## src/rtl/bwt_pkg.sv

```systemverilog
package bwt_pkg;

	// ------------------------------------------------------------------
	// symbols and positions
	// ------------------------------------------------------------------
	typedef logic [1:0]  sym_t;      // A=0 C=1 G=2 T=3
	typedef logic [63:0] bwt_idx_t;  // position in the bwt

	localparam int NUM_SYMS = 4;

	// ------------------------------------------------------------------
	// occurrence table layout
	// ------------------------------------------------------------------
	localparam int OCC_BLOCK     = 128;                   // positions per block
	localparam int OCC_SHIFT     = $clog2(OCC_BLOCK);     // block address shift
	localparam int OCC_WORD_SYMS = 32;                    // symbols per count word
	localparam int OCC_WORDS     = OCC_BLOCK / OCC_WORD_SYMS;

	// cumulative counts per symbol, entry c at 64-bit slot c
	typedef bwt_idx_t [NUM_SYMS-1:0] l2_table_t;

endpackage

```

## src/rtl/io_pkg.sv

```systemverilog
package io_pkg;

	localparam int CL              = 512;  // cache line
	localparam int READ_NUM_WIDTH  = 8;
	localparam int MAX_READ        = 256;  // reads per batch
	localparam int QPTR_WIDTH      = $clog2(MAX_READ);
	localparam int DRAM_ADDR_WIDTH = 32;

	typedef logic [READ_NUM_WIDTH-1:0] read_num_t;
	typedef logic [READ_NUM_WIDTH:0]   batch_size_t;  // up to a full batch
	typedef logic [QPTR_WIDTH-1:0]     qptr_t;
	typedef logic [QPTR_WIDTH:0]       qcnt_t;        // 0 .. MAX_READ

	// ------------------------------------------------------------------
	// load line fields
	// ------------------------------------------------------------------
	localparam int LD_NUM_LSB   = 0;
	localparam int LD_SYM_LSB   = 8;
	localparam int LD_K_LSB     = 64;
	localparam int LD_L_LSB     = 128;
	localparam int PARAM_L2_LSB = 0;   // parameter line, L2 entries from here

	// output line fields, rest of the line is zero
	localparam int OUT_NUM_LSB  = 0;
	localparam int OUT_K_LSB    = 64;
	localparam int OUT_L_LSB    = 128;

endpackage

```

## src/rtl/task_if.sv

```systemverilog
`timescale 1ns/1ps

// one read task handed from block to block, no back-pressure
interface task_if
	import bwt_pkg::*, io_pkg::*;
();

	logic      valid;     // one cycle per task
	read_num_t read_num;
	sym_t      sym;       // symbol to extend by
	bwt_idx_t  k;         // interval start
	bwt_idx_t  l;         // interval end

	modport source (
		output valid, read_num, sym, k, l
	);

	// must take a task on every strobe
	modport sink (
		input valid, read_num, sym, k, l
	);

endinterface

```

## src/rtl/read_loader.sv

```systemverilog
`timescale 1ns/1ps

module read_loader
	import bwt_pkg::*, io_pkg::*;
(
	input  logic          clk_32ui_i,
	input  logic          reset_i,
	input  logic          load_valid_i,
	input  logic [CL-1:0] load_data_i,
	input  batch_size_t   batch_size_i,
	task_if.source        task_o,
	output l2_table_t     l2_table_o
);

	logic        param_taken;  // parameter line seen
	batch_size_t read_cnt;     // read lines accepted
	logic        param_accept;
	logic        read_accept;

	// first line is the parameter line, then batch_size reads
	assign param_accept = load_valid_i && !param_taken;
	assign read_accept  = load_valid_i && param_taken && (read_cnt < batch_size_i);

	// ------------------------------------------------------------------
	// batch tracking
	// ------------------------------------------------------------------
	always_ff @(posedge clk_32ui_i) begin
		if (reset_i) begin
			param_taken  <= 1'b0;
			read_cnt     <= '0;
			task_o.valid <= 1'b0;
		end else begin
			task_o.valid <= read_accept;  // one cycle behind the line
			if (param_accept)
				param_taken <= 1'b1;
			if (read_accept)
				read_cnt <= read_cnt + 1'b1;
		end
	end

	// ------------------------------------------------------------------
	// line slicing
	// ------------------------------------------------------------------
	always_ff @(posedge clk_32ui_i) begin
		if (param_accept)
			l2_table_o <= load_data_i[PARAM_L2_LSB +: $bits(l2_table_t)];
		if (read_accept) begin
			task_o.read_num <= load_data_i[LD_NUM_LSB +: READ_NUM_WIDTH];
			task_o.sym      <= load_data_i[LD_SYM_LSB +: $bits(sym_t)];
			task_o.k        <= load_data_i[LD_K_LSB +: $bits(bwt_idx_t)];
			task_o.l        <= load_data_i[LD_L_LSB +: $bits(bwt_idx_t)];
		end
	end

	// lines after a complete batch never reach the queue
	a_no_extra_task: assert property (@(posedge clk_32ui_i) disable iff (reset_i)
		load_valid_i && param_taken && (read_cnt == batch_size_i) |=> !task_o.valid);

endmodule

```

## src/flat_wrapper.sv

```systemverilog
// flat-port wrapper written by rule: the top's interface ports become plain ports
module read_loader_flat import bwt_pkg::*, io_pkg::*;
  (clk_32ui_i, reset_i, load_valid_i, load_data_i, batch_size_i, l2_table_o, task_o_valid, task_o_read_num, task_o_sym, task_o_k, task_o_l);
  task_if task_o_i ();
  input  logic clk_32ui_i;
  input  logic reset_i;
  input  logic load_valid_i;
  input  logic [CL-1:0] load_data_i;
  input  batch_size_t batch_size_i;
  output l2_table_t l2_table_o;
  output wire logic [$bits(task_o_i.valid)-1:0] task_o_valid;
  output wire logic [$bits(task_o_i.read_num)-1:0] task_o_read_num;
  output wire logic [$bits(task_o_i.sym)-1:0] task_o_sym;
  output wire logic [$bits(task_o_i.k)-1:0] task_o_k;
  output wire logic [$bits(task_o_i.l)-1:0] task_o_l;
  assign task_o_valid = task_o_i.valid;
  assign task_o_read_num = task_o_i.read_num;
  assign task_o_sym = task_o_i.sym;
  assign task_o_k = task_o_i.k;
  assign task_o_l = task_o_i.l;
  read_loader u_core (.clk_32ui_i(clk_32ui_i), .reset_i(reset_i), .load_valid_i(load_valid_i), .load_data_i(load_data_i), .batch_size_i(batch_size_i), .task_o(task_o_i), .l2_table_o(l2_table_o));
endmodule
```

## config.mk

```make
export PLATFORM = sky130hd
export DESIGN_NAME = read_loader_flat
export DESIGN_NICKNAME = d
export VERILOG_FILES = /design/src/rtl/bwt_pkg.sv /design/src/rtl/io_pkg.sv /design/src/rtl/task_if.sv /design/src/rtl/read_loader.sv /design/src/flat_wrapper.sv
export SDC_FILE = /design/constraint.sdc
export NUM_CORES = 1
export LEC_CHECK = 0
export ABC_AREA = 0
export BUFFER_PORTS_ARGS = -buffer_cell sky130_fd_sc_hd__buf_2
export CAP_MARGIN = 15
export CORE_AREA = 5 5 354 356
export CTS_CLUSTER_DIAMETER = 100
export DETAILED_ROUTE_END_ITERATION = 8
export DIE_AREA = 0 0 359 361
export GPL_ROUTABILITY_DRIVEN = 0
export GPL_TIMING_DRIVEN = 1
export PLACE_DENSITY_LB_ADDON = 0.25
export SYNTH_ARGS = -nofsm -noshare
export SYNTH_HDL_FRONTEND = slang
export SYNTH_SLANG_ARGS = --single-unit
```

## constraint.sdc

```tcl
create_clock -name clk_32ui_i -period 12 [get_ports clk_32ui_i]
set_input_delay 0 -clock clk_32ui_i [delete_from_list [all_inputs] [get_ports clk_32ui_i]]
set_output_delay 0 -clock clk_32ui_i [all_outputs]
set_load 0.01 [all_outputs]
```

==> results of run 1 <==
==> routing by layer <==
layer  GRT usage [%]  wire length (um)  vias up
li1                -                 -     3892
met1            7.57             17900     4101
met2            11.7             22900      442
met3            3.45              5140       83
met4            3.11              1790        4
met5               0                27        -
==> state kept, by name (all words and copies together) (netlist names) <==
name	cells
u_core.l2_table_o	256
u_core.task_o.k	64
u_core.task_o.l	64
u_core.read_cnt	9
u_core.task_o.read_num	8
u_core.task_o.sym	2
u_core.param_taken	1
u_core.task_o.valid	1
==> synthesized netlist by cell type (all sizes together) <==
cell type  number
a2111oi         1
a211oi          3
a21bo           1
a21oi           5
a31o            1
and2            1
and3            1
clkbuf          1
dfxtp          11
edfxtp        394
ha              9
inv             9
mux2            3
mux2i           1
nand2           6
nand2b          1
nand3           2
nand3b          1
nand4           3
nor2           10
nor2b           6
nor4            1
nor4b           1
o211ai          1
o21ai           2
or3             1
xnor2           3
==> critical path: stages (launching register included) <==
cell,delay (ns)
dfxtp_1,0.36
nor2b_4,0.62
buf_4,0.49
buf_4,0.55
buf_4,0.68
==> final cells by class <==
type	instances	share of cell area, %
repair buffers	929	27.0
multi-input cells	64	2.24
well taps	1625	9.20
clock inverters	25	1.13
clock buffers	59	5.72
inverters	9	0.153
flip-flops and latches	405	54.5
diodes	5	0.0566
==> cells in the final DEF (no fill, tap or decap), types with 2 or more instances in the layout <==
cell	instances
clkinv_2	6
clkbuf_1	10
dfxtp_1	11
ha_1	9
edfxtp_1	394
nand3_1	2
a21oi_1	5
nor2_1	10
bufinv_16	4
diode_2	5
nor2b_1	5
clkinv_1	9
buf_2	662
xnor2_1	3
inv_1	9
buf_4	8
clkinv_4	2
clkbuf_16	49
mux2_2	2
dlygate4sd3_1	259
nand2_1	6
nand4_1	2
==> final timing paths <==
| kind | startpoint | endpoint | slack (ns) |
|---|---|---|---|
| max | u_core.param_taken$_SDFFE_PP0P_ | u_core.l2_table_o[5]$_DFFE_PP_ | 8.79 |
| min reg2reg | u_core.read_cnt[7]$_SDFFE_PP0P_ | u_core.read_cnt[7]$_SDFFE_PP0P_ | 0.57 |
| max reg2reg | u_core.param_taken$_SDFFE_PP0P_ | u_core.l2_table_o[5]$_DFFE_PP_ | 8.79 |
| min | load_data_i[231] | u_core.l2_table_o[231]$_DFFE_PP_ | 0.11 |
==> power by group <==
group	total (mW)	switching, mW	leakage (nW)	internal, mW
Clock	1.42	0.589	0.739	0.834
Combinational	0.274	0.143	3.98	0.130
Sequential	1.66	0.0210	3.80	1.64
==> kinds of logic (layout without fill, tap and decap cells) <==
family                     Yosys count  count (layout)  share of synthesized area (%)
xor gates and xnor gates             3               3                          0.209
adders and majority gates            9               9                          0.895
AOI/OAI and AO/OA                   14              14                          0.965
other                                0               5                              0
muxes                                4               4                          0.378
buffers and inverters               10            1022                          0.298
and+or+nand+nor                     34              34                           1.43
DFF                                405             405                           95.8
==> metrics by stage <==
stage / util, % / worst slack [ns]
after detailed placement: 14.8 / 8.63
final: 18.2 / 8.79
after floorplan: - / 4.53
after CTS: 18.2 / 8.62
after global placement: 14.8 / 8.73
after global routing: 18.2 / 8.56
==> timing repair <==
action | CTS | global route
endpoints found under the hold margin | 425 | 0
endpoints found under the setup margin | 0 | 0
hold buffers | 259 | 0
==> impl_metrics.tcl, run 1 <==
set metrics [dict create \
    seq_area_frac_synth_pct 95.8 \
    grt_use_total_pct 7.02 \
    fp.dieH_um 361 \
    post-cts-setup-buffers 0 \
    r2r_cells 4 \
    stdcell_area_um2 22100 \
    yosys_warnings 0 \
    drv_slew 0 \
    core-area_um2 121000 \
    seq_area_um2 12100 \
    tns_ns 0 \
    finalSetupViolations 0 \
    synth_area_leaders "edfxtp_1 (94%), dfxtp_1 (1.8%), ha_1 (0.90%)" \
    synth_cell_types 32 \
    total_power_mw 3.35 \
    cts_buffers 48 \
    rows 128 \
    layout.cells.non_filler 3121 \
    viasPerCell 2.73 \
    drt_iter0_drc 312 \
    synth_area_per_cell_um2 26.3 \
    cp-end-kind "register" \
    rsz0062_at_grt "false" \
    syn_area_um2 12600 \
    worstPathArrival_ns 3.44 \
    cts_root_buf "clkbuf_16" \
    ctsResizeCount 0 \
    cts_tree "yes" \
    fmax_mhz 311 \
    fillCellCount 13200 \
    hold_viol 0 \
    synth_largest_area_cell "edfxtp_1" \
    clkTransAtPathRegs_ns 0.06 \
    clockBufferDepth 3 \
    clock-sinks 405 \
    htreeDepth 2 \
    syn_to_final_growth_pct 75.8 \
    max_slew_margin_pct 41.3 \
    hold_slack_ns 0.108 \
    worstMarginPinSlew_ns 0.880 \
    finalWirelength_mm 47.7 \
    dp_cells 2773 \
    finalCritPeriodShare_pct 26.8 \
    vias 8522 \
    p_per_area_nw_per_um2 152 \
    crit_required_ns 12.23 \
    insertion_delay_ns 0.61 \
    syn-num-nets 1012 \
    drv_cap 0 \
    grt-ovfl-total 0 \
    netlist.area_leader.share_pct 94.1 \
    outcome "completed" \
    ios 919 \
    grt_pass1_wl_mm 66.5 \
    cp_max_fo 51 \
    port_buffers 662 \
    ant_nets 0 \
    skew_ns 0.0268 \
    antenna_found_initial 13 \
    final_nets 1990 \
    multi_input_area_um2 495 \
    layout-drive-gt1-share_pct 50.0 \
    ir_drop_v 0.0000931 \
    grt_max_degree 61 \
    critPathKind "register to register" \
    hold_path.class "input pin to register" \
    final.min_clock_period_ns 3.21 \
    leakage_nw 8.52 \
    die_x_um 359 \
    synthCells 479 \
    worstHoldPathCells 2 \
    hpwl_mm 36.4 \
    start_util_pct 10.4 \
    die-area_um2 130000 \
    start_kind "register" \
    first_global_vias 9505 \
    ys_seq_elements 405 \
    dr.pass1.iters 4 \
    placed_area_um2 18000 \
    drc 0 \
    wire_per_inst_um 15.3 \
]
(Power assumes the default switching activity.)
==> inputs of run 2 (changes only) <==
--- a/config.mk
+++ b/config.mk
@@ -5,13 +5,13 @@
 export SDC_FILE = /design/constraint.sdc
 export NUM_CORES = 1
 export LEC_CHECK = 0
-export ABC_AREA = 0
+export ABC_AREA = 1
 export BUFFER_PORTS_ARGS = -buffer_cell sky130_fd_sc_hd__buf_2
 export CAP_MARGIN = 15
-export CORE_AREA = 5 5 354 356
+export CORE_AREA = 5 5 358 360
 export CTS_CLUSTER_DIAMETER = 100
 export DETAILED_ROUTE_END_ITERATION = 8
-export DIE_AREA = 0 0 359 361
+export DIE_AREA = 0 0 363 365
 export GPL_ROUTABILITY_DRIVEN = 0
 export GPL_TIMING_DRIVEN = 1
 export PLACE_DENSITY_LB_ADDON = 0.25
==> constraint.sdc (replaced) <==
create_clock -name clk_32ui_i -period 3.25 [get_ports clk_32ui_i]
set_input_delay 0 -clock clk_32ui_i [delete_from_list [all_inputs] [get_ports clk_32ui_i]]
set_output_delay 0 -clock clk_32ui_i [all_outputs]
set_load 0.01 [all_outputs]
==> impl_metrics.tcl, run 2 <==
set metrics [dict create \
    post-cts-setup-buffers 0 \
    final_cell_mix "buf_2 (662), edfxtp_1 (394), dlygate4sd3_1 (261)" \
    final_common_cell "buf_2" \
    clockBufferDepth 3 \
    die_x_um 363 \
    r2r_cells 10 \
    layout-drive-gt1-share_pct 49.4 \
    synth_largest_area_cell "edfxtp_1" \
    clock-sinks 405 \
    worstMarginPinSlew_ns 0.710 \
    start_kind "register" \
    cts_root_buf "clkbuf_16" \
    drv_slew 0 \
    layout_setup_ws_ns 0.468 \
    seq_area_frac_synth_pct 94.9 \
    syn-num-nets 1067 \
    ff2ff_setup_slack_ns 0.47 \
    grt-ovfl-total 0 \
    ys_seq_elements 405 \
    cpMostUsedCell "nand2_1" \
    grt_use_total_pct 7.96 \
    cp_max_fo 61 \
    antenna_found_initial 17 \
    start_util_pct 10.2 \
    r2r-end "u_core.task_o.k[36]$_DFFE_PP_" \
    wire_per_inst_um 17.5 \
    final.min_clock_period_ns 2.78 \
    synthCells 534 \
    grt_max_degree 98 \
    leakage_nw 8.81 \
    cts_buffers 51 \
    finalWirelength_mm 56.4 \
    first_global_vias 9454 \
    synth_area_per_cell_um2 23.8 \
    p_per_area_nw_per_um2 580 \
    largest-register "u_core.l2_table_o" \
    grt_pass1_wl_mm 73.2 \
    ios 919 \
    netlist.area_leader.share_pct 93.1 \
    async_reset_ff_share_pct 0 \
    core-area_um2 125000 \
    die-area_um2 132000 \
    synth_edf_count 394 \
    ant_nets 0 \
    yosys_warnings 0 \
    largestRegisters "u_core.l2_table_o (256), u_core.task_o.k (64), u_core.task_o.l (64)" \
    largest_reg_flops 256 \
    post-synth-top-count-cell "edfxtp_1" \
    cp-end-kind "register" \
    max_slew_margin_pct 52.7 \
    insertion_delay_ns 0.61 \
    worstReg2RegStart "u_core.read_cnt[3]$_SDFFE_PP0P_" \
    cp_cell_sequence "ha_1 -> nand2_1 -> inv_1 -> nand2_1 -> nand2_1 -> nand2_2 -> nand3_4 -> clkinvlp_4 -> buf_12 -> buf_4" \
    viasPerCell 2.73 \
    clkTransAtPathRegs_ns 0.06 \
    cts_tree "yes" \
    crit_buf_inv 4 \
    synth_area_leaders "edfxtp_1 (93%), dfxtp_1 (1.7%), nand2_1 (1.1%)" \
    syn_area_um2 12700 \
    drc 0 \
    crit_family "buffers and inverters" \
    final_nets 2050 \
    fp.dieH_um 365 \
    min_from "load_data_i[234]" \
    dr.pass1.iters 4 \
    synth_commonest_cells "edfxtp_1 (394), nand2_1 (38), inv_1 (31)" \
    worst-path-stages 10 \
    hpwl_mm 44.0 \
    vias 8774 \
    synth_cell_types 16 \
    placed_area_um2 18300 \
    skew_ns 0.0189 \
    startpoint "u_core.read_cnt[3]$_SDFFE_PP0P_" \
    syn_to_final_growth_pct 78.1 \
    fmax_mhz 359 \
    hold_path.class "input pin to register" \
    port_buffers 662 \
    critPathKind "register to register" \
    rows 130 \
    worstPathArrival_ns 3.01 \
    stdcell_area_um2 22600 \
    finalCritPeriodShare_pct 85.6 \
    rsz0062_at_grt "false" \
    slowest_delay_ns 0.59 \
    total_power_mw 13.1 \
    cp_slowest_cell "buf_4" \
    finalSetupViolations 0 \
    drt_iter0_drc 317 \
    ir_drop_v 0.000343 \
    drv_cap 0 \
    htreeDepth 2 \
    crit_required_ns 3.48 \
    hold_viol 0 \
    ys.flop_type "edfxtp_1" \
    cp-endpoint "u_core.task_o.k[36]$_DFFE_PP_" \
    dpl_worst_slack_ns 0.397 \
    outcome "completed" \
]
## run 2: changes by cell type after synthesis, moves of 3 or more
cell,before,now
nor2b_1,6,0
nand3_1,2,9
a21oi_1,5,2
nand2_1,6,38
nand2_2,0,3
xor2_1,0,5
nor2_1,10,25
inv_1,9,31
## run 2: where the power goes
part | internal [mW] | switching, mW
Combinational | 0.520 | 0.635
Clock | 3.48 | 2.34
Sequential | 6.06 | 0.0835
## run 2: through the flow
stage | util (%) | TNS (ns) | cells | hold slack, ns
2_1_floorplan | - | -367.72 | 534 | 0.0642
3_3_place_gp | 14.6 | 0 | 2853 | 0.177
3_5_place_dp | 14.6 | 0 | 2853 | 0.178
4_1_cts | 18.1 | 0 | 3208 | 0.00500
5_1_grt | 18.1 | 0 | 3209 | 0.0291
6_report | 18.1 | 0 | 3213 | 0.0969
## run 2: area by class of cell
cell class	instances	area [um2]
Tap cell	1650	2060
Multi-Input combinational cell	97	604
Clock buffer	61	1360
Clock inverter	33	374
Timing Repair Buffer	931	6040
Inverter	31	120
Fill cell	13600	102000
Sequential cell	405	12100
Antenna cell	5	12.5
## run 2: per-layer routing
layer / vias up / GRT usage (%) / share of wire (%)
li1: 4035 / - / -
met2: 405 / 12.4 / 45
met3: 79 / 4.81 / 14
met5: - / 0 / 0.085
met1: 4247 / 8.83 / 38
met4: 8 / 3.20 / 3.7
## run 2: logic make-up after synthesis
| family | share of synthesized area [%] |
|---|---|
| AO/OA/AOI/OAI | 0.0788 |
| flip-flops | 94.9 |
| adder cells (fa/ha/maj) | 0.887 |
| AND/OR/NAND/NOR | 2.74 |
| buffers and inverters | 1.00 |
| XOR/XNOR | 0.414 |
## run 2: repair_timing
action	in CTS	in global routing
hold endpoints to repair	418	0
resized for setup	0	0
hold buffers	261	0
## run 2: worst min path at each step
stage / end / cells past startpoint
5_1_grt: u_core.l2_table_o[202]$_DFFE_PP_ / 2
3_5_place_dp: u_core.l2_table_o[204]$_DFFE_PP_ / 1
2_1_floorplan: u_core.read_cnt[4]$_SDFFE_PP0P_ / 1
3_3_place_gp: u_core.l2_table_o[228]$_DFFE_PP_ / 1
6_report: u_core.l2_table_o[234]$_DFFE_PP_ / 2
4_1_cts: u_core.l2_table_o[56]$_DFFE_PP_ / 2
==> inputs of run 3 (changes only) <==
--- a/config.mk
+++ b/config.mk
@@ -14,7 +14,6 @@
 export DIE_AREA = 0 0 363 365
 export GPL_ROUTABILITY_DRIVEN = 0
 export GPL_TIMING_DRIVEN = 1
-export PLACE_DENSITY_LB_ADDON = 0.25
 export SYNTH_ARGS = -nofsm -noshare
 export SYNTH_HDL_FRONTEND = slang
 export SYNTH_SLANG_ARGS = --single-unit
==> impl_metrics.tcl, run 3 (synthesis gave the netlist of run 2 again) <==
set metrics [dict create \
    outcome "completed" \
    fmax_mhz 435 \
    viasPerCell 2.76 \
    largestRegisters "u_core.l2_table_o (256), u_core.task_o.k (64), u_core.task_o.l (64)" \
    cp_slowest_cell "dfxtp_1" \
    fp.dieH_um 365 \
    vias 8851 \
    slowest_delay_ns 0.39 \
    ios 919 \
    die_x_um 363 \
    first_global_vias 9601 \
    finalSetupViolations 0 \
    wire_per_inst_um 18.1 \
    p_per_area_nw_per_um2 559 \
    drc 0 \
    antenna_found_initial 14 \
    clkTransAtPathRegs_ns 0.06 \
    cts_buffers 47 \
    port_buffers 662 \
    stdcell_area_um2 22400 \
    drv_slew 0 \
    drt_iter0_drc 501 \
    crit_family "simple AND/OR/NAND/NOR gates" \
    largest_reg_flops 256 \
    layout.cells.non_filler 3202 \
    syn_to_final_growth_pct 76.6 \
    crit_buf_inv 3 \
    largest-register "u_core.l2_table_o" \
    finalWirelength_mm 57.8 \
    critPathKind "register to register" \
    cp_max_fo 75 \
    worstMarginPinSlew_ns 0.776 \
    rows 130 \
    ff2ff_setup_slack_ns 0.95 \
    max_slew_margin_pct 48.2 \
    start_util_pct 10.2 \
    cp_cell_sequence "ha_1 -> nand2_1 -> inv_1 -> nand2_1 -> nand2_1 -> nand2_2 -> nand3_4 -> clkinvlp_4 -> buf_12" \
    ant_nets 0 \
    cp-end-kind "register" \
    cts_root_buf "clkbuf_16" \
    r2r-end "u_core.task_o.k[23]$_DFFE_PP_" \
    ir_drop_v 0.000507 \
    ctsResizeCount 0 \
    dp_cells 2853 \
    insertion_delay_ns 0.59 \
    worstReg2RegStart "u_core.read_cnt[3]$_SDFFE_PP0P_" \
    clockBufferDepth 3 \
    cpMostUsedCell "nand2_1" \
    holdPathEnd "u_core.l2_table_o[220]$_DFFE_PP_" \
    cts_tree "yes" \
    final_cell_mix "buf_2 (662), edfxtp_1 (394), dlygate4sd3_1 (261)" \
    die-area_um2 132000 \
    start_kind "register" \
    worstPathArrival_ns 2.52 \
    crit_required_ns 3.47 \
    grt-ovfl-total 0 \
    grt_pass1_wl_mm 75.1 \
    skew_ns 0.0205 \
    r2r_cells 9 \
    drv_cap 0 \
    leakage_nw 8.71 \
    hold_path.class "input pin to register" \
    min_from "load_data_i[220]" \
    tns_ns 0 \
    total_power_mw 12.5 \
    final_common_cell "buf_2" \
    post-route-util_pct 18.0 \
    rsz0062_at_grt "false" \
    htreeDepth 2 \
    placed_area_um2 18300 \
    finalCritPeriodShare_pct 70.8 \
    hpwl_mm 44.4 \
    worstHoldPathCells 2 \
    core-area_um2 125000 \
    final_nets 2046 \
    dr.pass1.iters 4 \
    clock-sinks 405 \
    hold_viol 0 \
    grt_max_degree 109 \
    grt_use_total_pct 8.20 \
    layout-drive-gt1-share_pct 49.6 \
    final.min_clock_period_ns 2.30 \
]
-- run 3: cell types whose count changed in the layout (fill, tap and decap cells not counted), moves of 2 or more --
cell / previous run / this run
bufinv_16: 6 / 4
clkbuf_1: 8 / 5
clkbuf_16: 53 / 47
clkinv_1: 10 / 5
clkinv_2: 6 / 11
clkinv_4: 3 / 0
clkinvlp_4: 2 / 5
-- run 3: layout make-up --
class                           instances  area (um2)
Fill cell                           13500      102000
Clock inverter                         32         325
Multi-Input combinational cell         97         604
Inverter                               31         120
Clock buffer                           52        1190
Sequential cell                       405       12100
Tap cell                             1650        2060
Antenna cell                            4        10.0
Timing Repair Buffer                  931        6050
-- run 3: how the worst max path moves through the flow --
| stage | start | to | cells past startpoint |
|---|---|---|---|
| 2_1_floorplan | u_core.param_taken$_SDFFE_PP0P_ | u_core.l2_table_o[0]$_DFFE_PP_ | 1 |
| 3_3_place_gp | u_core.read_cnt[3]$_SDFFE_PP0P_ | u_core.task_o.l[44]$_DFFE_PP_ | 9 |
| 3_5_place_dp | u_core.read_cnt[3]$_SDFFE_PP0P_ | u_core.task_o.k[63]$_DFFE_PP_ | 9 |
| 4_1_cts | u_core.read_cnt[3]$_SDFFE_PP0P_ | u_core.task_o.l[5]$_DFFE_PP_ | 9 |
| 5_1_grt | u_core.read_cnt[3]$_SDFFE_PP0P_ | u_core.task_o.k[48]$_DFFE_PP_ | 9 |
| 6_report | u_core.read_cnt[3]$_SDFFE_PP0P_ | u_core.task_o.k[23]$_DFFE_PP_ | 9 |
-- run 3: where the power goes --
group	internal (mW)	leakage, nW	switching (mW)	total [mW]
Sequential	6.06	3.80	0.0848	6.14
Clock	3.01	0.742	2.20	5.21
Combinational	0.524	4.17	0.651	1.17
Total	9.59	8.71	2.94	12.5
-- run 3: metal layers --
layer | routed length, um | vias to the layer above | global-route usage [%] | share of wire (%)
li1 | - | 4013 | - | -
met4 | 2470 | 14 | 3.47 | 4.3
met1 | 21900 | 4201 | 9.07 | 38
met5 | 77 | - | 0 | 0.13
met2 | 24300 | 526 | 12.2 | 42
met3 | 9050 | 97 | 5.63 | 16
-- run 3: through the flow --
step,setup WS [ns],hold slack (ns)
floorplan,-1.26,0.0642
global placement,0.966,0.176
detailed placement,0.957,0.178
CTS,0.936,0.0352
global route,0.806,0.0505
finish,0.951,0.116
-- run 3: timing repair --
action / in CTS / in global routing
setup buffers: 0 / 0
hold buffers: 261 / 0
hold endpoints to repair: 420 / 0
endpoints found under the setup margin: 0 / 0
